File: src/verilog/frame_fsm.sv
`timescale 1ns/1ps

module frame_fsm #(
	parameter int H_TOTAL  = 48,
	parameter int V_ACTIVE = 8,
	parameter int V_TOTAL  = 12
) (
	input  logic clk_6md,
	input  logic rst,
	input  logic vblank,
	input  logic frame_end,
	input  logic bank_req,
	input  logic pal_we,
	output logic bank,
	output logic pal_wr_en,
	output logic pal_busy
);

	// Visible area, palette locked
	localparam logic ST_ACTIVE = 1'b0;
	// Vertical blank, palette open
	localparam logic ST_VBLANK = 1'b1;

	// Clocks from first blank line to end of frame
	localparam int VB_CYCLES = (V_TOTAL - V_ACTIVE) * H_TOTAL;

	logic state;
	logic state_next;
	logic vb_entry;

	//////////////////////////////////////////////////
	// State transitions
	//////////////////////////////////////////////////

	// First clock of vertical blanking
	assign vb_entry = (state == ST_ACTIVE) && vblank;

	always_comb begin
		state_next = state;
		case (state)
			ST_ACTIVE: begin
				if (vblank) begin
					state_next = ST_VBLANK;
				end
			end
			ST_VBLANK: begin
				// Back to locked for the first visible line
				if (frame_end) begin
					state_next = ST_ACTIVE;
				end
			end
			default: begin
				state_next = ST_ACTIVE;
			end
		endcase
	end

	// State and bank latch
	always_ff @(posedge clk_6md) begin
		if (rst) begin
			state <= ST_ACTIVE;
			bank  <= 1'b0;
		end else begin
			state <= state_next;
			// Bank request sampled once per frame
			if (vb_entry) begin
				bank <= bank_req;
			end
		end
	end

	//////////////////////////////////////////////////
	// CPU write gate
	//////////////////////////////////////////////////

	assign pal_busy = (state == ST_ACTIVE);

	// Strobe passes only in the window, otherwise lost
	assign pal_wr_en = pal_we && !pal_busy;

	// Bank only moves on entry to blanking
	a_bank_hold: assert property (@(posedge clk_6md) disable iff (rst)
		!$stable(bank) |-> (state == ST_VBLANK));

	// Writes land only while the raster is in vertical blank
	a_wr_in_vblank: assert property (@(posedge clk_6md) disable iff (rst)
		pal_wr_en |-> vblank);

	// Write window spans the whole blanking interval, no more
	a_window_len: assert property (@(posedge clk_6md) disable iff (rst)
		vb_entry |=> (state == ST_VBLANK)[*VB_CYCLES - 1] ##1 (state == ST_ACTIVE));

endmodule

File: config.mk
export PLATFORM = sky130hd
export DESIGN_NAME = frame_fsm
export DESIGN_NICKNAME = d
export VERILOG_FILES = /design/src/verilog/frame_fsm.sv
export SDC_FILE = /design/constraint.sdc
export NUM_CORES = 1
export LEC_CHECK = 0
export BUFFER_PORTS_ARGS = -buffer_cell sky130_fd_sc_hd__buf_2
export CORE_AREA = 4 4 41 43
export DETAILED_ROUTE_END_ITERATION = 10
export DIE_AREA = 0 0 45 47
export MAX_ROUTING_LAYER = met4
export SLEW_MARGIN = 20
export SYNTH_ARGS = -nofsm -noshare
export SYNTH_HDL_FRONTEND = slang
export SYNTH_SLANG_ARGS = --single-unit
File: constraint.sdc
create_clock -name clk_6md -period 1.1 [get_ports clk_6md]
set_clock_uncertainty 0.1 [all_clocks]
set_input_delay 0.055 -clock clk_6md [delete_from_list [all_inputs] [get_ports clk_6md]]
set_output_delay 0.055 -clock clk_6md [all_outputs]
set_load 0.1 [all_outputs]
==> qor.csv <==
metric,value,unit
core_area,0.00130,mm^2
cts_max_level,1,
first_global_vias,122,
synthArstFlopShare,0,%
num_rows,13,
syn_area,91.3,um^2
period_share,95.3,%
cap_violations,0,
synth.distinct_cells,9,
ant_nets,0,
slew_headroom,88.9,%
status,"complete, no violations",
final_area,244,um^2
cts_sinks,2,
hold_viol,0,
hp-class,input port to register,
vias_per_cell,2.92,
routed_wl,292,um
cp.required,0.94,ns
numCtsBuffers,3,
clk_pin_slew_worst_paths,0.03,ns
startpoint_type,register,
synth.most_common_cell,dfxtp_1,
synth_ff_type,dfxtp_1,
cts_setup_buffers,0,
dpl_worst_slack,0.191,ns
leakagePower,0.104,nW
clock_latency,0.23,ns
netlist.area_leader.share,43.8,%
yosysTopAreaCell,dfxtp_1,
syn-num-nets,16,
die-area,0.00212,mm^2
ys_ff_latch,2,
floorplan.io_pins,9,
grt_max_degree,7,
critPathLaunch,state,
final.setup.tns,0,ns
end_kind,output pin,
max_freq,954,MHz
place_area,196,um^2
die_y,47,um
rr_endpoint,state,
portBuffers,8,
ys_seq_area_share,43.8,%
cts_tree,done,
synthTopCellsByArea,"dfxtp_1, nand4bb_1, a211oi_1",
slew_viol_final,0,
synth_edf_count,0,
rrSetupSlack,0.33,ns
path_class,register to output pin,
r2r_start,state,
fillers,145,
worst_pin_slew,0.165,ns
gr-total-overflow,0,
cts_root_buffer,clkbuf_4,
setup_viol,0,
fin_nets,31,
crit_slowest_cell,dfxtp_4,
drt_iter0_drc,0,
area_growth,167,%
drc,0,
die_w,45,um
grt_pass1_wl,503,um
period_needed,1.05,ns
worstPathArrival,0.89,ns
slowest_delay,0.35,ns
rsz0062_at_grt,no,
grt_usage,4.23,%
synth_warnings,0,
num_vias,111,
peakVddDrop,0.361,mV
p_per_area,1500,mW/mm^2
ctsLongestPathBuffers,2,
detail_route.wl_per_cell,7.68,um
crit_path_end,pal_wr_en,
num_antenna_cells,0,
finalWorstSetupSlack,0.0514,ns
globalplace.congestion,0.531,
netlist_instances,10,
drive_gt1_share,60.9,%
grt_antenna_before_repair,0,
drt_first_pass_iters,1,
r2r_cells,2,
initial_core_util,7.02,%
worstPathCellList,"and2_4, buf_12",
syn_avg_cell_area,9.13,um^2
critPathMaxFanout,6,
## flip-flops by register name, summed over array words and instances, names as in the netlist
| signal | flops |
|---|---|
| bank | 1 |
| state | 1 |
## where the power goes
| part | switching (W) | total, W | internal (W) |
|---|---|---|---|
| logic | 0.0000670 | 0.000114 | 0.0000470 |
| registers | 0.00000628 | 0.0000851 | 0.0000788 |
| clock network | 0.0000459 | 0.000167 | 0.000121 |
## layout by cell type, fill, tap and decap left out
| master | n |
|---|---|
| buf_12 | 3 |
| nor2_1 | 1 |
| and2_4 | 1 |
| nor2b_1 | 1 |
| dfxtp_4 | 1 |
| buf_2 | 5 |
| o21ai_1 | 1 |
| dlygate4sd3_1 | 2 |
| clkbuf_4 | 3 |
| inv_1 | 1 |
| nand4bb_1 | 1 |
| dfxtp_2 | 1 |
| a211oi_1 | 1 |
| nand2b_1 | 1 |
## worst max-delay path, delay by kind of cell (launching register included)
kind	cells	cell delay, ns
flops	1	0.35
buf+inv	1	0.16
simple gates	1	0.15
## kinds of logic (layout without fill, tap and decap cells)
logic type             after synthesis  after routing  share of synthesized area (%)
DFF                                  2              2                           43.8
and+or+nand+nor                      5              5                           38.4
AOI/OAI and AO/OA                    2              2                           13.7
buffers and inverters                1             14                           4.11
## metrics by stage
step	power [W]	hold WS, ns	utilization (%)	instances
floorplan	0.000149	0.0278	-	10
global placement	0.000194	0.145	15.1	33
detailed placement	0.000194	0.143	15.1	33
CTS	0.000378	0.00165	18.5	38
global route	0.000391	0.00559	18.8	38
finish	0.000366	0.00826	18.8	38
## layer usage
metal | share of wire [%] | global-route usage (%) | routed length, um | up-vias
met5 | 0 | - | 0 | -
met4 | 5.1 | 7.02 | 15 | 0
met3 | 15 | 2.68 | 43 | 2
met2 | 35 | 4.24 | 103 | 10
met1 | 45 | 4.07 | 130 | 39
li1 | - | - | - | 60
## worst min-delay path by stage
stage          startpoint  endpoint  slack (ns)  cells after the start
3_5_place_dp          rst     state        0.14                      2
2_1_floorplan         rst     state        0.03                      1
4_1_cts          bank_req      bank       0.002                      3
5_1_grt            vblank     state       0.006                      3
6_report           vblank     state       0.008                      3
3_3_place_gp          rst     state        0.15                      2
## layout make-up
| cell class | count | area [um^2] | area share (%) |
|---|---|---|---|
| tap | 15 | 18.8 | 7.69 |
| clock buffer | 3 | 22.5 | 9.23 |
| sequential | 2 | 45.0 | 18.5 |
| inverter | 1 | 3.75 | 1.54 |
| multi-input combinational | 7 | 48.8 | 20.0 |
| timing repair buffer | 10 | 105 | 43.1 |
## timing repair
action / CTS / global route
gates cloned: 0 / 0
resized for setup: 1 / 2
hold endpoints to repair: 1 / 0
setup endpoints to repair: 1 / 1
hold buffers: 2 / 0
Power figures use the tool's default switching activity.
