--- src/verilog/video_timing.sv ---
`timescale 1ns/1ps

module video_timing #(
	parameter int H_ACTIVE    = 32,
	parameter int H_TOTAL     = 48,
	parameter int HSYNC_START = 36,
	parameter int HSYNC_WIDTH = 4,
	parameter int V_ACTIVE    = 8,
	parameter int V_TOTAL     = 12,
	parameter int VSYNC_START = 9,
	parameter int VSYNC_WIDTH = 1
) (
	input  logic clk_6md,
	input  logic rst,
	output logic hblank,
	output logic vblank,
	output logic hsync,
	output logic vsync,
	output logic line_end,
	output logic frame_end
);

	localparam int H_W = $clog2(H_TOTAL);
	localparam int V_W = $clog2(V_TOTAL);

	// Raster position
	logic [H_W-1:0] h_cnt;
	logic [V_W-1:0] v_cnt;

	// Position after the coming edge
	logic [H_W-1:0] h_next;
	logic [V_W-1:0] v_next;

	logic line_last;
	logic frame_last;

	//////////////////////////////////////////////////
	// Next position
	//////////////////////////////////////////////////

	// line_end marks the last pixel, so wrap there
	always_comb begin
		if (line_end) begin
			h_next = '0;
		end else begin
			h_next = h_cnt + 1'b1;
		end
	end

	// Vertical steps once per line
	always_comb begin
		v_next = v_cnt;
		if (frame_end) begin
			v_next = '0;
		end else if (line_end) begin
			v_next = v_cnt + 1'b1;
		end
	end

	// Last pixel and last line, seen one edge early
	assign line_last  = (h_next == H_W'(H_TOTAL - 1));
	assign frame_last = line_last && (v_next == V_W'(V_TOTAL - 1));

	//////////////////////////////////////////////////
	// Counters and decoded outputs
	//////////////////////////////////////////////////

	// Outputs decode the next position, so they line up with the counters
	always_ff @(posedge clk_6md) begin
		if (rst) begin
			h_cnt     <= '0;
			v_cnt     <= '0;
			hblank    <= 1'b0;
			vblank    <= 1'b0;
			hsync     <= 1'b0;
			vsync     <= 1'b0;
			line_end  <= 1'b0;
			frame_end <= 1'b0;
		end else begin
			h_cnt     <= h_next;
			v_cnt     <= v_next;
			hblank    <= (h_next >= H_ACTIVE);
			vblank    <= (v_next >= V_ACTIVE);
			// Sync windows in pixels and in whole lines
			hsync     <= (h_next >= HSYNC_START) && (h_next < HSYNC_START + HSYNC_WIDTH);
			vsync     <= (v_next >= VSYNC_START) && (v_next < VSYNC_START + VSYNC_WIDTH);
			line_end  <= line_last;
			frame_end <= frame_last;
		end
	end

	// Sync pulse stays inside horizontal blanking
	a_hsync_in_blank: assert property (@(posedge clk_6md) disable iff (rst)
		hsync |-> hblank);

	// Frame end is a line end and line zero follows
	a_frame_end_wrap: assert property (@(posedge clk_6md) disable iff (rst)
		frame_end |-> line_end ##1 (!vblank && !frame_end));

endmodule

--- config.mk ---
export PLATFORM = sky130hd
export DESIGN_NAME = video_timing
export DESIGN_NICKNAME = d
export VERILOG_FILES = /design/src/verilog/video_timing.sv
export SDC_FILE = /design/constraint.sdc
export NUM_CORES = 1
export LEC_CHECK = 0
export BUFFER_PORTS_ARGS = -buffer_cell sky130_fd_sc_hd__clkbuf_2
export CORE_MARGIN = 1
export CORE_UTILIZATION = 40
export DETAILED_ROUTE_END_ITERATION = 7
export MAX_ROUTING_LAYER = met4
export SLEW_MARGIN = 20
export SYNTH_ARGS = -nofsm -noshare
export SYNTH_HDL_FRONTEND = slang
export SYNTH_SLANG_ARGS = --single-unit
--- constraint.sdc ---
create_clock -name clk_6md -period 1.35 [get_ports clk_6md]
set_input_delay 0.2025 -clock clk_6md [delete_from_list [all_inputs] [get_ports clk_6md]]
set_output_delay 0.2025 -clock clk_6md [all_outputs]
set_load 0.1 [all_outputs]
==> impl_metrics.json, run 1 <==
{
  "status": "finished, final reports clean",
  "maxSlewHeadroom_pct": 64.3,
  "layout_commonest_cell": "dfxtp_1",
  "io_pins": 8,
  "die_area_um2": 1800,
  "cts_buffer_depth": 2,
  "drive_above_1_share_pct": 43.5,
  "crit_type": "register to register",
  "synth-seq-area-share_pct": 46.0,
  "synthAdderAreaFrac_pct": 3.83,
  "endpoint_kind": "register",
  "grt_pass1_vias": 450,
  "synth-seq-cells": 15,
  "syn_area_um2": 653,
  "postRouteAntennaNets": 0,
  "fin_ws_ns": 0.0718,
  "global_route.usage.total_pct": 15.5,
  "setup_violations": 0,
  "routed_wl_um": 1130,
  "synthXorXnorAreaFrac_pct": 8.05,
  "clk_latency_ns": 0.28,
  "fp-row-count": 14,
  "drv_slew": 0,
  "cts_tree": "built",
  "synth_warnings": 0,
  "crit_family": "flip-flops",
  "clk_root_buffer_cell": "clkbuf_4",
  "path_clk_slew_ns": 0.09,
  "reg2reg_from": "v_cnt[0]$_SDFF_PP0_",
  "synth_area_leaders": "dfxtp_1, nor4b_4, xor2_1",
  "synth_top_area_share_pct": 46.0,
  "synth-simple-area-share_pct": 33.5,
  "syn_to_final_growth_pct": 26.6,
  "p_per_area_nw_per_um2": 898,
  "grt-ovfl-total": 0,
  "synth_compound_area_share_pct": 3.45,
  "rsz0062_at_grt": "false",
  "path_max_fanout": 3,
  "start_kind": "register",
  "cts.sinks": 15,
  "cts_hold_buffers": 0,
  "antenna_cells": 0,
  "dp_slack_ns": 0.0138,
  "dpl_cell_area_um2": 758,
  "maxCapViolations": 0,
  "post-route-cell-area_um2": 827,
  "htreeDepth": 1,
  "clock_skew_ns": 0.00800,
  "worst_pin_slew_ns": 0.537,
  "dr.pass1.iters": 2,
  "cpMaxStageDelayCell": "dfxtp_2",
  "wl_per_cell_um": 13.3,
  "design.core.area_um2": 1520,
  "grt_max_degree": 12,
  "min_period_over_period_pct": 94.7,
  "leakage_nw": 0.300,
  "dieWidth_um": 42.4,
  "initial_core_util_pct": 42.9,
  "final_core_util_pct": 54.3,
  "fmax_mhz": 782,
  "dp_hpwl_um": 780,
  "tns_ns": 0,
  "final_cell_mix": "dfxtp_1, nor3_1, buf_4, xor2_1, nor2_1",
  "worstPathBufferInverterCount": 0,
  "grt_pass1_wl_um": 1930,
  "worstHoldStart": "rst",
  "hold_viol_final": 0,
  "layout.nets": 74,
  "synth_cell_types": 26,
  "period_minus_slack_ns": 1.28,
  "numCtsBuffers": 3,
  "chipHeight_um": 42.4,
  "synth_area_per_cell_um2": 11.3,
  "crit_chain": "ha_4, and4b_1, o31ai_4, nor4b_2",
  "worstPathRequired_ns": 1.52,
  "antenna_found_initial": 0,
  "n_fill_cell": 137,
  "synth_area_leader_cell": "dfxtp_1",
  "synth_mux_area_share_pct": 1.53,
  "hp-class": "primary input to register",
  "placed_cells": 81,
  "syn_inst": 58,
  "syn_nets": 62,
  "irDropWorstVdd_mv": 0.537,
  "detailroute.via_count": 442,
  "gp_congestion": 0.750,
  "startpoint": "v_cnt[0]$_SDFF_PP0_",
  "cts_setup_buffers": 0,
  "routed_via_density": 5.20,
  "synth_top_family_by_area": "simple AND/OR/NAND/NOR gates",
  "place.port_buffers": 7,
  "route.detailed.drc": 0,
  "arrival_ns": 1.45,
  "drt_iter0_drc": 1,
  "layout.cells.non_filler": 85,
  "max_stage_delay_ns": 0.35
}
[state kept, by name, indices dropped and copies added (netlist names)]
name,cells
vsync,1
v_cnt,4
line_end,1
hblank,1
h_cnt,5
vblank,1
hsync,1
frame_end,1
[final timing paths]
| path | end | slack [ns] | cells past startpoint |
|---|---|---|---|
| max | vsync$_SDFF_PP0_ | 0.07 | 4 |
| min | v_cnt[0]$_SDFF_PP0_ | 0.24 | 2 |
| max reg2reg | vsync$_SDFF_PP0_ | 0.07 | 4 |
| min reg2reg | frame_end$_SDFF_PP0_ | 0.52 | 2 |
[logic make-up after synthesis]
kind of cell | after synthesis
xor gates and xnor gates | 6
muxes | 1
buffers and inverters | 4
DFF | 15
AOI/OAI and AO/OA | 3
adders and majority gates | 2
and+or+nand+nor | 27
[what timing repair did]
action,in CTS,in global routing
setup endpoints to repair,1,2
hold endpoints to repair,0,0
gates resized for setup,2,5
pin swaps,2,3
[stage by stage]
step / hold slack, ns / power (mW)
floorplan: 0.426 / 0.482
global placement: 0.490 / 0.495
detailed placement: 0.512 / 0.496
CTS: 0.230 / 0.751
global route: 0.234 / 0.788
finish: 0.238 / 0.743
[Yosys cell counts]
master,number
and4b_1,1
o21ai_0,1
xnor2_1,2
nand4_1,1
a21oi_1,1
and4bb_2,1
or2_2,1
nand3_1,2
and3_4,1
inv_1,1
nor3b_2,1
nor3_1,5
buf_6,1
nor4b_4,3
nor2_1,4
o31ai_2,1
mux2i_1,1
ha_1,2
clkbuf_2,1
xor2_1,4
or3_1,1
nor4b_1,1
dfxtp_1,15
clkbuf_1,1
nand2_1,3
nor2b_1,2
[area by class of cell]
cell class	instances	area [um2]	share of cell area, %
Multi-Input combinational cell	39	373	45.1
Sequential cell	15	312	37.7
Timing Repair Buffer	10	92.6	11.2
Clock buffer	4	26.3	3.18
Tap cell	16	20.0	2.42
Inverter	1	3.75	0.454
[layer usage]
| metal | vias to the layer above | GRT usage (%) | share of wire, % |
|---|---|---|---|
| li1 | 226 | - | - |
| met1 | 203 | 17.9 | 49 |
| met2 | 11 | 21.2 | 44 |
| met3 | 2 | 8.19 | 5.2 |
| met4 | 0 | 8.75 | 1.7 |
| met5 | - | - | 0 |
[report_power, final]
part	leakage, nW	total [mW]	switching, mW	internal [mW]
Clock	0.0150	0.252	0.137	0.115
Combinational	0.160	0.0383	0.0182	0.0201
Sequential	0.125	0.453	0.00719	0.446
Total	0.300	0.743	0.163	0.580
(Power assumes the default switching activity.)
==> inputs of run 2 (changes only) <==
- ABC_AREA: default -> 1
- TNS_END_PERCENT: default -> 10
==> run 2 against run 1 <==
Via count grew 24%. Sequential power grew 0.9%. Total power shrank 0.66%. Setup slack gained 0.027 ns. Final area shrank 10%. Register-to-register slack gained 0.05 ns. Area after synthesis shrank 3.4%. Hold slack lost 0.053 ns. Clock power shrank 2%. Maximum frequency grew 2.1%. Largest power group unchanged. Critical endpoint is now hsync.
==> impl_metrics.json, run 2 <==
{
  "synth_area_leader_cell": "dfxtp_1",
  "antenna_cells": 0,
  "die_area_um2": 1740,
  "leakage_nw": 0.314,
  "critPathCapture": "hsync",
  "top_regs": "h_cnt (5), v_cnt (4)",
  "whs_ns": 0.185,
  "wl_per_cell_um": 10.5,
  "dr.pass1.iters": 4,
  "hold_viol_final": 0,
  "syn_nets": 89,
  "cts.sinks": 15,
  "cp.depth": 1,
  "synth-seq-area-share_pct": 47.6,
  "fmax_mhz": 799,
  "htreeDepth": 1,
  "crit_type": "register to primary output",
  "dp_hpwl_um": 901,
  "grt_max_degree": 11,
  "routed_via_density": 4.95,
  "hp-class": "primary input to register",
  "worstPathRequired_ns": 1.15,
  "cpMaxStageDelayCell": "clkbuf_2",
  "r2r_cells": 7,
  "synthAdderAreaFrac_pct": 3.97,
  "fp-row-count": 13,
  "synth-simple-area-share_pct": 38.9,
  "period_minus_slack_ns": 1.25,
  "synth_area_leaders": "dfxtp_1, nand2_1, nor2_1",
  "largest-register": "h_cnt",
  "io_pins": 8,
  "clk_latency_ns": 0.28,
  "design.core.area_um2": 1380,
  "n_fill_cell": 147,
  "arrival_ns": 1.05,
  "largest_register_ffs": 5,
  "synth_top_area_share_pct": 47.6,
  "netSwitchingPower_uw": 166,
  "layout.nets": 101,
  "cts_hold_buffers": 0,
  "tns_ns": 0,
  "async_reset_ff_share_pct": 0,
  "route.detailed.drc": 0,
  "start_kind": "register",
  "synth_compound_area_share_pct": 3.57,
  "detailroute.via_count": 550,
  "worst_pin_slew_ns": 0.537,
  "max_stage_delay_ns": 0.44,
  "multi_input_area_um2": 295,
  "reg2reg_from": "h_cnt[1]$_SDFF_PP0_",
  "initial_core_util_pct": 45.6,
  "synthXorXnorAreaFrac_pct": 0,
  "cts_tree": "built",
  "reg2reg_slack_ns": 0.12,
  "chipHeight_um": 41.7,
  "place.port_buffers": 7,
  "gp_congestion": 0.791,
  "global_route.usage.total_pct": 14.5,
  "synth_warnings": 0,
  "drv_slew": 0,
  "syn_area_um2": 631,
  "status": "finished, final reports clean",
  "dieWidth_um": 41.7,
  "irDropWorstVdd_mv": 0.599,
  "endpoint_kind": "primary output",
  "syn_inst": 85,
  "synth_cell_types": 17,
  "postRouteAntennaNets": 0,
  "power_frac_clock_pct": 33.5,
  "synth-main-ff-cell": "dfxtp_1",
  "startpoint": "hsync$_SDFF_PP0_",
  "grt-ovfl-total": 0,
  "maxSlewHeadroom_pct": 64.4,
  "crit_family": "buffers and inverters",
  "routed_wl_um": 1170,
  "clk_root_buffer_cell": "clkbuf_4",
  "antenna_found_initial": 0,
  "synth_area_per_cell_um2": 7.42,
  "synth_top_family_by_area": "simple AND/OR/NAND/NOR gates",
  "numCtsBuffers": 3,
  "clock_skew_ns": 0.0120,
  "path_clk_slew_ns": 0.09,
  "dpl_cell_area_um2": 711,
  "maxCapViolations": 0,
  "crit_chain": "clkbuf_2",
  "min_period_over_period_pct": 92.7,
  "regArea_um2": 308,
  "synth_commonest_cells": "nand2_1, nor2_1, dfxtp_1",
  "p_comb_share_pct": 4.7,
  "drive_above_1_share_pct": 25.0,
  "synth-seq-cells": 15,
  "synth_mux_area_share_pct": 0,
  "post-route-cell-area_um2": 742,
  "grt_pass1_vias": 443,
  "intPower_uw": 573,
  "synth_edf_count": 0,
  "cts_buffer_depth": 2,
  "rr_endpoint": "frame_end$_SDFF_PP0_",
  "final_cell_mix": "nand2_1, nor2_1, dfxtp_1, nand3_1",
  "p_per_area_nw_per_um2": 995,
  "rsz0062_at_grt": "false",
  "path_max_fanout": 1,
  "setup_violations": 0,
  "swShare_pct": 22.4,
  "worstPathBufferInverterCount": 1,
  "syn_to_final_growth_pct": 17.7,
  "drt_iter0_drc": 10,
  "grt_pass1_wl_um": 1880,
  "power.share.sequential_pct": 61.8
}
run 2: tightest hold or removal path, cell delays in order:
cell,delay [ns]
clkbuf_2,0.09
nor2_1,0.04
nand2_1,0.07
inv_1,0.04
run 2: metrics by stage:
step	utilization, %	total power [mW]	setup slack, ns	std cells
2_1_floorplan	-	0.485	0.0679	85
3_3_place_gp	51.4	0.499	0.122	107
3_5_place_dp	51.4	0.499	0.136	107
4_1_cts	53.4	0.752	0.0804	111
5_1_grt	53.7	0.780	0.00896	111
6_report	53.7	0.738	0.0987	111
run 2: cell families (layout without fill, tap and decap cells):
group	after synthesis	in the layout
AOI/OAI and AO/OA	4	4
adders and majority gates	2	2
buffers and inverters	8	19
DFF	15	15
and+or+nand+nor	56	56
run 2: cell type report:
| type | instances | share of cell area [%] |
|---|---|---|
| multi-input combinational | 62 | 39.8 |
| clock buffer | 3 | 3.04 |
| tap | 15 | 2.53 |
| timing repair buffer | 9 | 9.44 |
| sequential | 15 | 41.5 |
| inverter | 6 | 3.04 |
| clock inverter | 1 | 0.675 |
run 2: power groups by stage:
stage,Sequential [mW],Combinational [mW],Clock [mW]
2_1_floorplan,0.465,0.0193,0
3_3_place_gp,0.465,0.0341,0
3_5_place_dp,0.466,0.0330,0
4_1_cts,0.455,0.0333,0.264
5_1_grt,0.459,0.0379,0.284
6_report,0.457,0.0344,0.247
run 2: worst min-delay path by stage:
stage          startpoint             endpoint  slack (ns)  cells past startpoint
6_report              rst  h_cnt[1]$_SDFF_PP0_        0.19                      4
4_1_cts               rst  h_cnt[1]$_SDFF_PP0_        0.19                      4
3_3_place_gp          rst  h_cnt[1]$_SDFF_PP0_        0.50                      4
2_1_floorplan         rst  h_cnt[1]$_SDFF_PP0_        0.36                      3
3_5_place_dp          rst  h_cnt[1]$_SDFF_PP0_        0.50                      4
5_1_grt               rst  h_cnt[1]$_SDFF_PP0_        0.18                      4
run 2: routing by layer:
layer	routed length, um	global-route usage (%)
met3	68	7.83
met5	0	-
met4	6	1.94
met2	503	18.8
met1	592	20.3
run 2: repair_timing:
action                     CTS  global route
setup buffers                0             0
gates resized for setup      0             3
setup endpoints to repair    0             3
