[src/verilog/videogen_pkg.sv]
package videogen_pkg;

	//////////////////////////////////////////////////
	// Widths
	//////////////////////////////////////////////////

	// Pixel index from the tile/sprite mixer
	localparam int INDEX_W = 8;

	// Bank bit sits above the index
	localparam int PAL_ADDR_W = INDEX_W + 1;

	// Entries per PROM lane
	localparam int PAL_DEPTH = 1 << PAL_ADDR_W;

	// One resistor DAC per channel
	localparam int COLOR_W = 4;

	// Full colour word, blue/green/red
	localparam int WORD_W = 3 * COLOR_W;

	// Red/green PROM is a byte wide
	localparam int RG_W = 2 * COLOR_W;

	//////////////////////////////////////////////////
	// Colour word
	//////////////////////////////////////////////////

	// CPU side writes raw, video side picks channels
	typedef union packed {
		logic [WORD_W-1:0] raw;
		struct packed {
			logic [COLOR_W-1:0] blue;
			logic [COLOR_W-1:0] green;
			logic [COLOR_W-1:0] red;
		} ch;
	} color_word_u;

endpackage

[src/verilog/clut_stage.sv]
`timescale 1ns/1ps

module clut_stage (
	input  logic                                clk_6md,
	input  logic                                rst,
	input  logic [videogen_pkg::INDEX_W-1:0]    pix_index,
	input  logic                                bank,
	input  logic                                blank_in,
	output logic [videogen_pkg::PAL_ADDR_W-1:0] rd_addr,
	input  videogen_pkg::color_word_u           rd_data,
	output logic [videogen_pkg::COLOR_W-1:0]    red,
	output logic [videogen_pkg::COLOR_W-1:0]    green,
	output logic [videogen_pkg::COLOR_W-1:0]    blue,
	output logic                                blank
);

	import videogen_pkg::*;

	// Stage 1, index latch and blank
	logic [INDEX_W-1:0] index_q;
	logic               blank_q;

	// Stage 2, output colour registers
	color_word_u rgb_q;

	//////////////////////////////////////////////////
	// Stage 1
	//////////////////////////////////////////////////

	// Index latch
	always_ff @(posedge clk_6md) begin
		index_q <= pix_index;
	end

	// Bank picks the upper or lower half of the palette
	assign rd_addr = {bank, index_q};

	//////////////////////////////////////////////////
	// Stage 2
	//////////////////////////////////////////////////

	// Blank follows the index through both stages
	always_ff @(posedge clk_6md) begin
		if (rst) begin
			blank_q <= 1'b1;
			blank   <= 1'b1;
			rgb_q   <= '0;
		end else begin
			blank_q <= blank_in;
			blank   <= blank_q;
			if (blank_q) begin
				// Black outside the visible area
				rgb_q <= '0;
			end else begin
				rgb_q.ch.red   <= rd_data.ch.red;
				rgb_q.ch.green <= rd_data.ch.green;
				rgb_q.ch.blue  <= rd_data.ch.blue;
			end
		end
	end

	// Channel registers to the DACs
	assign red   = rgb_q.ch.red;
	assign green = rgb_q.ch.green;
	assign blue  = rgb_q.ch.blue;

	// Blank at the input shows as black two clocks later
	a_blank_black: assert property (@(posedge clk_6md) disable iff (rst)
		blank_in |-> ##2 (blank && red == '0 && green == '0 && blue == '0));

endmodule

[config.mk]
export PLATFORM = sky130hd
export DESIGN_NAME = clut_stage
export DESIGN_NICKNAME = d
export VERILOG_FILES = /design/src/verilog/videogen_pkg.sv /design/src/verilog/clut_stage.sv
export SDC_FILE = /design/constraint.sdc
export NUM_CORES = 1
export LEC_CHECK = 0
export BUFFER_PORTS_ARGS = -buffer_cell sky130_fd_sc_hd__buf_2
export CAP_MARGIN = 20
export CORE_MARGIN = 5
export CORE_UTILIZATION = 40
export DETAILED_ROUTE_END_ITERATION = 12
export PLACE_DENSITY = 0.86
export SYNTH_ARGS = -nofsm -noshare
export SYNTH_HDL_FRONTEND = slang
export SYNTH_SLANG_ARGS = --single-unit
[constraint.sdc]
create_clock -name clk_6md -period 2 [get_ports clk_6md]
set_input_delay 0.5 -clock clk_6md [delete_from_list [all_inputs] [get_ports clk_6md]]
set_output_delay 0.5 -clock clk_6md [all_outputs]
set_load 0.03 [all_outputs]
==> results.ini, run 1 <==
[critical_path]
critical_path.endpoint_type = output port
critPathLaunchType = flip-flop
highest_delay_cell_along_the_critical_path = sky130_fd_sc_hd__dfxtp_1
timing.critical_path.slowest_cell_delay_ns = 0.34
worst-path-max-fanout = 1
crit_required_ns = 1.50
timing.critical_path.max_delay_family = flip-flops
path_cells = buf_2
critPathKind = reg2out
cp.arrival_ns = 0.83
critical_path.n_buffers_inverters = 1

[synth]
yosys-top-cells-area = sky130_fd_sc_hd__dfxtp_1, sky130_fd_sc_hd__nor3b_2, sky130_fd_sc_hd__buf_6
post_synth_instance_area_um2 = 623.1
post_synth_num_cell_types = 6
synth_area_per_cell_um2 = 15.98
post_synth_fa_ha_maj_area_fraction_pct = 0
gate_count_post_synth = 39
synth_top_family_by_area = simple AND/OR/NAND/NOR gates
post_synth_xor_area_fraction_pct = 0
sequential_cell_area_fraction_in_the_yosys_report_pct = 70.68
synth.net_count = 63
mux_contribution_to_synthesized_area_pct = 0
area_leader_netlist = sky130_fd_sc_hd__dfxtp_1
yosys_warnings = 0
synthDominantCellAreaShare_pct = 70.68
synth_simple_gate_area_share_pct = 24.50
synth_compound_area_share_pct = 0
synth.ff_latch_count = 22

[power_and_ir_drop]
vdd_drop_max_uv = 505.7
static-leakage-power_nw = 0.4189
power_frac_comb_pct = 10.6
power_density_nw_per_um2 = 900.1
design_power_w = 0.0007782
power.share.clock_pct = 29.9
p_switching_w = 0.0001787
seq_power_share_pct = 59.5
cellInternalPower_w = 0.0005995
power.switching_fraction_pct = 22.96

[clocking]
cts-resized-gates = 0
path_clk_slew_ns = 0.11
clock_latency_ns = 0.29
postCtsHoldBufs = 0
post_cts.repair.setup_buffers = 0
cts_made_buffers = 3
clock_root_buffer = sky130_fd_sc_hd__clkbuf_4
cts-root-to-sink-buffers = 2
cts.sinks = 22
clock_tree_from_tritoncts = yes
cts_htree_levels = 1

[floorplanning]
die-height_um = 49.47
fp.dieW_um = 49.47
fp.coreArea_um2 = 1489
initial_core_utilization_pct = 41.85
floorplan.die_area_um2 = 2447
rows = 14
ios = 46

[finish]
layout.area.seq_um2 = 440.4
layout-drive-gt1-share_pct = 68.67
multi_input_comb_area_um2 = 152.6
layout.cells.most_common_list = sky130_fd_sc_hd__buf_2, sky130_fd_sc_hd__dfxtp_1, sky130_fd_sc_hd__nor3b_2
final_instance_area_um2 = 864.6
num-fill-cells = 140
layout_commonest_cell = sky130_fd_sc_hd__buf_2
antennaDiodeCount = 0
num-nets-final = 108
synthToLayoutAreaGrowth_pct = 38.75

[timing]
setup_viol = 0
drv_slew = 0
relSlewSlack_pct = 60.02
hold_viol = 0
final.setup_skew_ns = 0.002457
timing.final.crit_share_pct = 66.58
rsz0062_at_grt = no
period_needed_ns = 1.332
worst_slew_pin_slew_ns = 0.5989
timing.fmax_ghz = 0.7510
fin_setup_tns_ns = 0

[grt]
grt_pass1_vias = 482
grt_pass1_wl_mm = 2.049
globalRouteTotalUtil_pct = 11.31
antenna_violations_before_repair = 0
grt_start_max_net_pins = 15
grt_remaining_overflow = 0

[route]
initialDrtViolationCount = 4
route.detailed.vias_per_inst = 4.343
antenna_violating_nets_post_route = 0
vias = 430
wl_per_cell_um = 12.66
post-route-drc-count = 0
first_pass_iters = 3
route.final.wire_length_mm = 1.253

[outcome]
status = finished clean

[placement]
buffer_ports.inserted = 43
place.gp.congestion = 0.6344
placement.cell_area_um2 = 828.3

[job]
max_cap_viol_count = 0

[min_path]
hold_path.class = in2reg

## power by group through the flow
stage	combinational, W	clock (W)	sequential [W]
6_report	0.0000827	0.000232	0.000463
3_3_place_gp	0.0000825	0	0.000473
3_5_place_dp	0.0000836	0	0.000474
4_1_cts	0.0000841	0.000243	0.000463
2_1_floorplan	0.0000253	0	0.000502
5_1_grt	0.0000888	0.000257	0.000466
## registers in the layout (all words and copies together), names as in the netlist
name	cells
rgb_q	12
index_q	8
blank	1
blank_q	1
## synth_stat cells
cell	number
sky130_fd_sc_hd__nor3b_1	2
sky130_fd_sc_hd__dfxtp_1	22
sky130_fd_sc_hd__buf_6	2
sky130_fd_sc_hd__nor3b_2	10
sky130_fd_sc_hd__or2_1	2
sky130_fd_sc_hd__buf_4	1
## stage by stage
stage / hold slack [ns] / std cells / util (%) / worst slack, ns
after detailed placement: 0.6036 / 95 / 55.63 / 0.9084
after floorplan: 0.4536 / 39 / - / 0.8550
after CTS: 0.2794 / 99 / 58.07 / 0.6513
after global routing: 0.2766 / 99 / 58.07 / 0.6230
after global placement: 0.6026 / 95 / 55.63 / 0.9278
final: 0.2936 / 99 / 58.07 / 0.6685
## cell families after synthesis
family	Yosys count
flops	22
simple gates	14
buf+inv	3
## area by class of cell
class	instances	share of cell area, %
Clock buffer	4	4.197
Multi-Input combinational cell	14	17.66
Sequential cell	22	50.94
Tap cell	16	2.315
Timing Repair Buffer	43	24.89
## routing by layer
metal  vias to the layer above  track usage, %  part of all wire [%]
li1                        216               -                     -
met3                         2           4.819                   9.7
met2                        20           19.31                    54
met1                       192           10.73                    35
met4                         0           7.860                   1.2
met5                         -               0                     0
## path summary, 6_finish.rpt
| check | from | endpoint | slack (ns) | depth (start not counted) |
|---|---|---|---|---|
| setup reg to reg | blank_q | rgb_q[11] | 1.03 | 1 |
| hold / removal | pix_index[5] | index_q[5] | 0.29 | 1 |
| hold reg to reg | blank_q | rgb_q[1] | 0.78 | 1 |
| setup / recovery | rgb_q[7] | green[3] | 0.67 | 1 |
No activity file was read; power rests on OpenSTA's default activity.
==> run 2: changes to the inputs <==
--- a/config.mk
+++ b/config.mk
@@ -5,12 +5,13 @@
 export SDC_FILE = /design/constraint.sdc
 export NUM_CORES = 1
 export LEC_CHECK = 0
+export ABC_AREA = 1
 export BUFFER_PORTS_ARGS = -buffer_cell sky130_fd_sc_hd__buf_2
 export CAP_MARGIN = 20
 export CORE_MARGIN = 5
-export CORE_UTILIZATION = 40
+export CORE_UTILIZATION = 33
 export DETAILED_ROUTE_END_ITERATION = 12
-export PLACE_DENSITY = 0.86
+export PLACE_DENSITY = 0.77
 export SYNTH_ARGS = -nofsm -noshare
 export SYNTH_HDL_FRONTEND = slang
 export SYNTH_SLANG_ARGS = --single-unit
==> constraint.sdc (replaced) <==
create_clock -name clk_6md -period 1.1 [get_ports clk_6md]
set_input_delay 0.275 -clock clk_6md [delete_from_list [all_inputs] [get_ports clk_6md]]
set_output_delay 0.275 -clock clk_6md [all_outputs]
set_load 0.03 [all_outputs]
==> results.ini, run 2 <==
[synth]
sequential_cell_area_fraction_in_the_yosys_report_pct = 72.73  ; was 70.68%
synth-main-ff-cell = sky130_fd_sc_hd__dfxtp_1  ; unchanged
synth.ff_latch_count = 22  ; unchanged
synth-edff-count = 0  ; unchanged
netlist_top_cells_count = sky130_fd_sc_hd__dfxtp_1, sky130_fd_sc_hd__inv_1, sky130_fd_sc_hd__nor2_2  ; was sky130_fd_sc_hd__dfxtp_1, sky130_fd_sc_hd__nor3b_2, sky130_fd_sc_hd__buf_6, sky130_fd_sc_hd__nor3b_1, sky130_fd_sc_hd__or2_1
gate_count_post_synth = 52  ; was 39
post_synth_instance_area_um2 = 605.6  ; was 623.1 µm²
synth_area_per_cell_um2 = 11.65  ; was 15.98 µm²
synthDominantCellAreaShare_pct = 72.73  ; was 70.68%
yosys.cell_count.top_type = sky130_fd_sc_hd__dfxtp_1  ; unchanged
yosys-top-cells-area = sky130_fd_sc_hd__dfxtp_1, sky130_fd_sc_hd__nor2_2, sky130_fd_sc_hd__inv_1  ; was sky130_fd_sc_hd__dfxtp_1, sky130_fd_sc_hd__nor3b_2, sky130_fd_sc_hd__buf_6
area_leader_netlist = sky130_fd_sc_hd__dfxtp_1  ; unchanged
synth.net_count = 76  ; was 63
synth_async_sr_flop_share_pct = 0  ; unchanged
yosys_warnings = 0  ; unchanged
post_synth_num_cell_types = 10  ; was 6

[finish]
layout.area.seq_um2 = 441.7  ; was 440.4 µm²
layout.cells.most_common_list = sky130_fd_sc_hd__buf_2, sky130_fd_sc_hd__dfxtp_1, sky130_fd_sc_hd__buf_4  ; was sky130_fd_sc_hd__buf_2, sky130_fd_sc_hd__dfxtp_1, sky130_fd_sc_hd__nor3b_2
largest_register = rgb_q  ; unchanged
layout_commonest_cell = sky130_fd_sc_hd__buf_2  ; unchanged
final_instance_area_um2 = 934.6  ; was 864.6 µm²
synthToLayoutAreaGrowth_pct = 54.34  ; was 38.75%
num-nets-final = 122  ; was 108
antennaDiodeCount = 0  ; unchanged
finish.cell_count_without_fillers = 122  ; was 99
layout-drive-gt1-share_pct = 62.89  ; was 68.67%
num-fill-cells = 156  ; was 140
finish.utilization_pct = 54.13  ; was 58.07%
largest_reg_flops = 12  ; unchanged
multi_input_comb_area_um2 = 90.09  ; was 152.6 µm²
top_regs = rgb_q (12), index_q (8)  ; unchanged

[timing]
hold_viol = 0  ; unchanged
worst_slew_pin_slew_ns = 0.2068  ; was 0.5989 ns
timing.hold.ws_ns = 0.07430  ; was 0.2936 ns
relSlewSlack_pct = 86.20  ; was 60.02%
setup_viol = 0  ; unchanged
drv_slew = 0  ; unchanged
final.setup_skew_ns = 0.002134  ; was 0.002457 ns
timing.final.crit_share_pct = 98.67
period_needed_ns = 1.085
timing.fmax_ghz = 0.9214

[critical_path]
timing.critical_path.slowest_cell_delay_ns = 0.34  ; about the same
critPathKind = reg2out  ; unchanged
timing.critical_path.max_delay_family = flip-flops  ; unchanged
crit_required_ns = 0.82  ; was 1.50 ns
worst-path-max-fanout = 1  ; unchanged
timing.rr.start = blank_q  ; unchanged
crit_path_start = index_q[2]  ; was rgb_q[7]
cp.arrival_ns = 0.81  ; was 0.83 ns
cell_depth_of_the_worst_setup_path = 1  ; unchanged
critical_path.n_buffers_inverters = 1  ; unchanged
highest_delay_cell_along_the_critical_path = sky130_fd_sc_hd__dfxtp_1  ; unchanged
critical_path.reg2reg.endpoint = rgb_q[1]  ; was rgb_q[11]
critical_path.endpoint_type = output port  ; unchanged
critPathLaunchType = flip-flop  ; unchanged
rrSetupSlack_ns = 0.38  ; was 1.03 ns
timing.reg2reg.worst_path_depth = 3  ; was 1
path_cells = clkbuf_4  ; was buf_2

[route]
route.detailed.vias_per_inst = 3.672  ; was 4.343
wl_per_cell_um = 10.07  ; was 12.66 µm
vias = 448  ; was 430
first_pass_iters = 1  ; was 3
route.final.wire_length_mm = 1.228  ; was 1.253 mm
antenna_violating_nets_post_route = 0  ; unchanged
post-route-drc-count = 0  ; unchanged
initialDrtViolationCount = 0  ; was 4

[floorplanning]
initial_core_utilization_pct = 35.07  ; was 41.85%
die-height_um = 52.84  ; was 49.47 µm
ios = 46  ; unchanged
fp.coreArea_um2 = 1727  ; was 1489 µm²
rows = 15  ; was 14
floorplan.die_area_um2 = 2792  ; was 2447 µm²
fp.dieW_um = 52.84  ; was 49.47 µm

[clocking]
path_clk_slew_ns = 0.11  ; about the same
cts-root-to-sink-buffers = 2  ; unchanged
post_cts.repair.setup_buffers = 0  ; unchanged
clock_latency_ns = 0.29  ; about the same
postCtsHoldBufs = 0  ; unchanged
clock_tree_from_tritoncts = yes  ; unchanged
cts_made_buffers = 3  ; unchanged
cts.sinks = 22  ; unchanged
clock_root_buffer = sky130_fd_sc_hd__clkbuf_4  ; unchanged
cts_htree_levels = 1  ; unchanged

[outcome]
status = finished clean  ; unchanged

[grt]
grt_remaining_overflow = 0  ; unchanged
grt_pass1_vias = 424  ; was 482
grt_pass1_wl_mm = 1.773  ; was 2.049 mm
grt_start_max_net_pins = 14  ; was 15
antenna_violations_before_repair = 0  ; unchanged
globalRouteTotalUtil_pct = 9.172  ; was 11.31%

[min_path]
worst_hold_path.num_cells = 1  ; unchanged
hold_path.class = in2reg  ; unchanged
hold_path_end = index_q[3]  ; was index_q[5]
hp-start = pix_index[3]  ; was pix_index[5]

[power_and_ir_drop]
static-leakage-power_nw = 0.5104  ; was 0.4189 nW
power_density_nw_per_um2 = 1531  ; was 900.1 nW/µm²
vdd_drop_max_uv = 554.8  ; was 505.7 µV
design_power_w = 0.001431  ; was 0.0007782 W

[placement]
buffer_ports.inserted = 43  ; unchanged
place.gp.congestion = 0.5829  ; was 0.6344
placement.cell_area_um2 = 829.5  ; was 828.3 µm²
place.detailed.hpwl_um = 955.5
dp_cells = 118  ; was 95

[job]
max_cap_viol_count = 0  ; unchanged

-- run 2: cell count changes in the layout (fill, tap and decap cells not counted), moves of 3 or more --
cell and change:
sky130_fd_sc_hd__buf_2 -21, sky130_fd_sc_hd__nor2_1 +3, sky130_fd_sc_hd__buf_6 +4, sky130_fd_sc_hd__inv_1 +12, sky130_fd_sc_hd__buf_4 +16, sky130_fd_sc_hd__nor3b_2 -10, sky130_fd_sc_hd__nor2_2 +8
-- run 2: layout make-up --
class,count,area share [%]
Inverter,14,5.622
Sequential cell,22,47.26
Multi-Input combinational cell,14,9.639
Clock buffer,4,3.882
Tap cell,25,3.347
Timing Repair Buffer,43,30.25
-- run 2: cell families after synthesis --
logic type | synth area share [%]
flip-flops | 72.73
buffers and inverters | 12.40
AND/OR/NAND/NOR | 14.88
-- run 2: through the flow --
step	setup slack [ns]	setup TNS, ns
detailed placement	0.3024	0
global route	-0.02464	-0.02464
global placement	0.3212	0
floorplan	0.3657	0
CTS	0.0005519	0
finish	0.01468	0
-- run 2: routing by layer --
layer | track usage (%) | share of wire [%] | vias to the layer above
li1 | - | - | 230
met1 | 8.478 | 36 | 184
met2 | 14.67 | 46 | 32
met3 | 4.843 | 17 | 2
met4 | 7.660 | 1.5 | 0
met5 | 0 | 0 | -
-- run 2: repair_timing --
item                                   in CTS  in global routing
setup endpoints to repair                   1                 21
endpoints found under the hold margin       0                  0
pin swaps                                   0                  0
cloned                                      0                  0
resized for setup                           1                 44
-- run 2: worst max-delay path by stage --
| stage | slack [ns] | endpoint |
|---|---|---|
| 2_1_floorplan | 0.37 | blank |
| 3_3_place_gp | 0.32 | blank_q |
| 3_5_place_dp | 0.30 | blank_q |
| 4_1_cts | 0.0006 | green[1] |
| 5_1_grt | -0.02 | rd_addr[2] |
| 6_report | 0.01 | rd_addr[2] |
-- run 2: power breakdown --
part	internal, W	switching, W
clock network	0.000201	0.000217
logic	0.0000752	0.000101
registers	0.000827	0.00000928
==> run 3: changes to the inputs <==
--- a/config.mk
+++ b/config.mk
@@ -12,6 +12,7 @@
 export CORE_UTILIZATION = 33
 export DETAILED_ROUTE_END_ITERATION = 12
 export PLACE_DENSITY = 0.77
+export REMOVE_ABC_BUFFERS = 1
 export SYNTH_ARGS = -nofsm -noshare
 export SYNTH_HDL_FRONTEND = slang
 export SYNTH_SLANG_ARGS = --single-unit
==> results.ini, run 3 (synthesis gave the netlist of run 2 again) <==
[outcome]
status = finished clean  ; unchanged

[grt]
grt_remaining_overflow = 0  ; unchanged
globalRouteTotalUtil_pct = 7.756  ; was 9.172%
grt_pass1_wl_mm = 1.504  ; was 1.773 mm
grt_start_max_net_pins = 14  ; unchanged
grt_pass1_vias = 371  ; was 424
antenna_violations_before_repair = 0  ; unchanged

[route]
route.final.wire_length_mm = 1.134  ; was 1.228 mm
vias = 444  ; was 448
route.detailed.vias_per_inst = 3.639  ; was 3.672
antenna_violating_nets_post_route = 0  ; unchanged
wl_per_cell_um = 9.295  ; was 10.07 µm
post-route-drc-count = 0  ; unchanged
initialDrtViolationCount = 1  ; was 0
first_pass_iters = 2  ; was 1

[timing]
period_needed_ns = 1.066  ; was 1.085 ns
relSlewSlack_pct = 85.87  ; was 86.20%
timing.final.crit_share_pct = 96.92  ; was 98.67%
final.setup_skew_ns = 0.004227  ; was 0.002134 ns
timing.fmax_ghz = 0.9380  ; was 0.9214 GHz
worst_slew_pin_slew_ns = 0.2118  ; was 0.2068 ns
hold_viol = 0  ; unchanged
setup_viol = 0  ; unchanged
timing.final.ws_setup_ns = 0.03389  ; was 0.01468 ns
drv_slew = 0  ; unchanged

[floorplanning]
fp.coreArea_um2 = 1727  ; unchanged
rows = 15  ; unchanged
initial_core_utilization_pct = 35.07  ; unchanged
fp.dieW_um = 52.84  ; unchanged
ios = 46  ; unchanged
die-height_um = 52.84  ; unchanged
floorplan.die_area_um2 = 2792  ; unchanged

[power_and_ir_drop]
power_density_nw_per_um2 = 1544  ; was 1531 nW/µm²
design_power_w = 0.001424  ; was 0.001431 W
vdd_drop_max_uv = 548.9  ; was 554.8 µV
static-leakage-power_nw = 0.5061  ; was 0.5104 nW

[clocking]
post_cts.repair.setup_buffers = 0  ; unchanged
postCtsHoldBufs = 0  ; unchanged
clock_root_buffer = sky130_fd_sc_hd__clkbuf_4  ; unchanged
clock_latency_ns = 0.29  ; about the same
cts_made_buffers = 3  ; unchanged
cts-root-to-sink-buffers = 2  ; unchanged
clock_tree_from_tritoncts = yes  ; unchanged
cts_htree_levels = 1  ; unchanged
cts.sinks = 22  ; unchanged
path_clk_slew_ns = 0.11  ; about the same

[critical_path]
timing.critical_path.max_delay_family = flip-flops  ; unchanged
critical_path.n_buffers_inverters = 1  ; unchanged
cp.arrival_ns = 0.79  ; was 0.81 ns
critical_path.endpoint_type = output port  ; unchanged
path_cells = clkbuf_4  ; unchanged
worst-path-max-fanout = 1  ; unchanged
critPathKind = reg2out  ; unchanged
timing.critical_path.slowest_cell_delay_ns = 0.32  ; was 0.34 ns
highest_delay_cell_along_the_critical_path = sky130_fd_sc_hd__dfxtp_1  ; unchanged
critPathLaunchType = flip-flop  ; unchanged
crit_required_ns = 0.82  ; about the same

[placement]
dp_cells = 118  ; unchanged
placement.cell_area_um2 = 829.5  ; unchanged
place_worst_setup_slack_ns = 0.2991  ; was 0.3024 ns
place.gp.congestion = 0.6292  ; was 0.5829
buffer_ports.inserted = 43  ; unchanged

[finish]
largest_reg_flops = 12  ; unchanged
final_instance_area_um2 = 922.1  ; was 934.6 µm²
synthToLayoutAreaGrowth_pct = 52.27  ; was 54.34%
antennaDiodeCount = 0  ; unchanged
largest_register = rgb_q  ; unchanged
layout.cells.most_common_list = sky130_fd_sc_hd__dfxtp_1, sky130_fd_sc_hd__buf_2, sky130_fd_sc_hd__buf_4  ; was sky130_fd_sc_hd__buf_2, sky130_fd_sc_hd__dfxtp_1, sky130_fd_sc_hd__buf_4
finish.utilization_pct = 53.41  ; was 54.13%
layout-drive-gt1-share_pct = 61.86  ; was 62.89%
num-nets-final = 122  ; unchanged
finish.cell_count_without_fillers = 122  ; unchanged
top_regs = rgb_q (12), index_q (8)  ; unchanged

[min_path]
hold_path.class = in2reg  ; unchanged

[job]
max_cap_viol_count = 0  ; unchanged

## run 3: cell types whose count changed in the layout (fill, tap and decap cells not counted), sizes merged
cell	previous run	this run
buf	42	41
clkbuf	5	6
## run 3: timing repair
item	CTS	global route
gates resized for setup	2	37
pin swaps	0	0
setup endpoints to repair	2	20
## run 3: worst reg2reg max path, cell delays in order, from the launching register on
cell                      delay, ns
sky130_fd_sc_hd__dfxtp_1       0.35
sky130_fd_sc_hd__inv_2         0.04
sky130_fd_sc_hd__nand2_4       0.17
sky130_fd_sc_hd__nor2_1        0.06
## run 3: final cells by class
class / count / area [µm²]
fillers: 168 / 804.5
flip-flops and latches: 22 / 440.4
repair buffers: 43 / 271.5
multi-input cells: 14 / 90.09
inverters: 14 / 52.55
clock buffers: 4 / 36.28
well taps: 25 / 31.28
## run 3: worst paths after layout
kind,startpoint,endpoint,slack (ns),cells after the start
worst max register to register,blank_q,rgb_q[11],0.38,3
worst max-delay path,index_q[0],rd_addr[0],0.03,1
worst min-delay path,pix_index[0],index_q[0],0.08,1
worst min register to register,blank_q,blank,0.59,2
## run 3: metal layers
metal | global-route usage [%] | share of wire, %
met4 | 6.383 | 1.1
met2 | 14.67 | 47
met3 | 2.564 | 15
met1 | 6.239 | 36
met5 | 0 | 0
## run 3: per-stage QoR
step | setup TNS, ns | hold slack (ns)
final | 0 | 0.07596
after global routing | -0.01233 | 0.05092
after CTS | 0 | 0.06482
after floorplan | 0 | 0.3027
after global placement | 0 | 0.3785
after detailed placement | 0 | 0.3806
## run 3: power by group
part           internal (W)  switching [W]
Sequential         0.000827     0.00000791
Combinational     0.0000721      0.0000996
Clock              0.000201       0.000216
Total               0.00110       0.000323
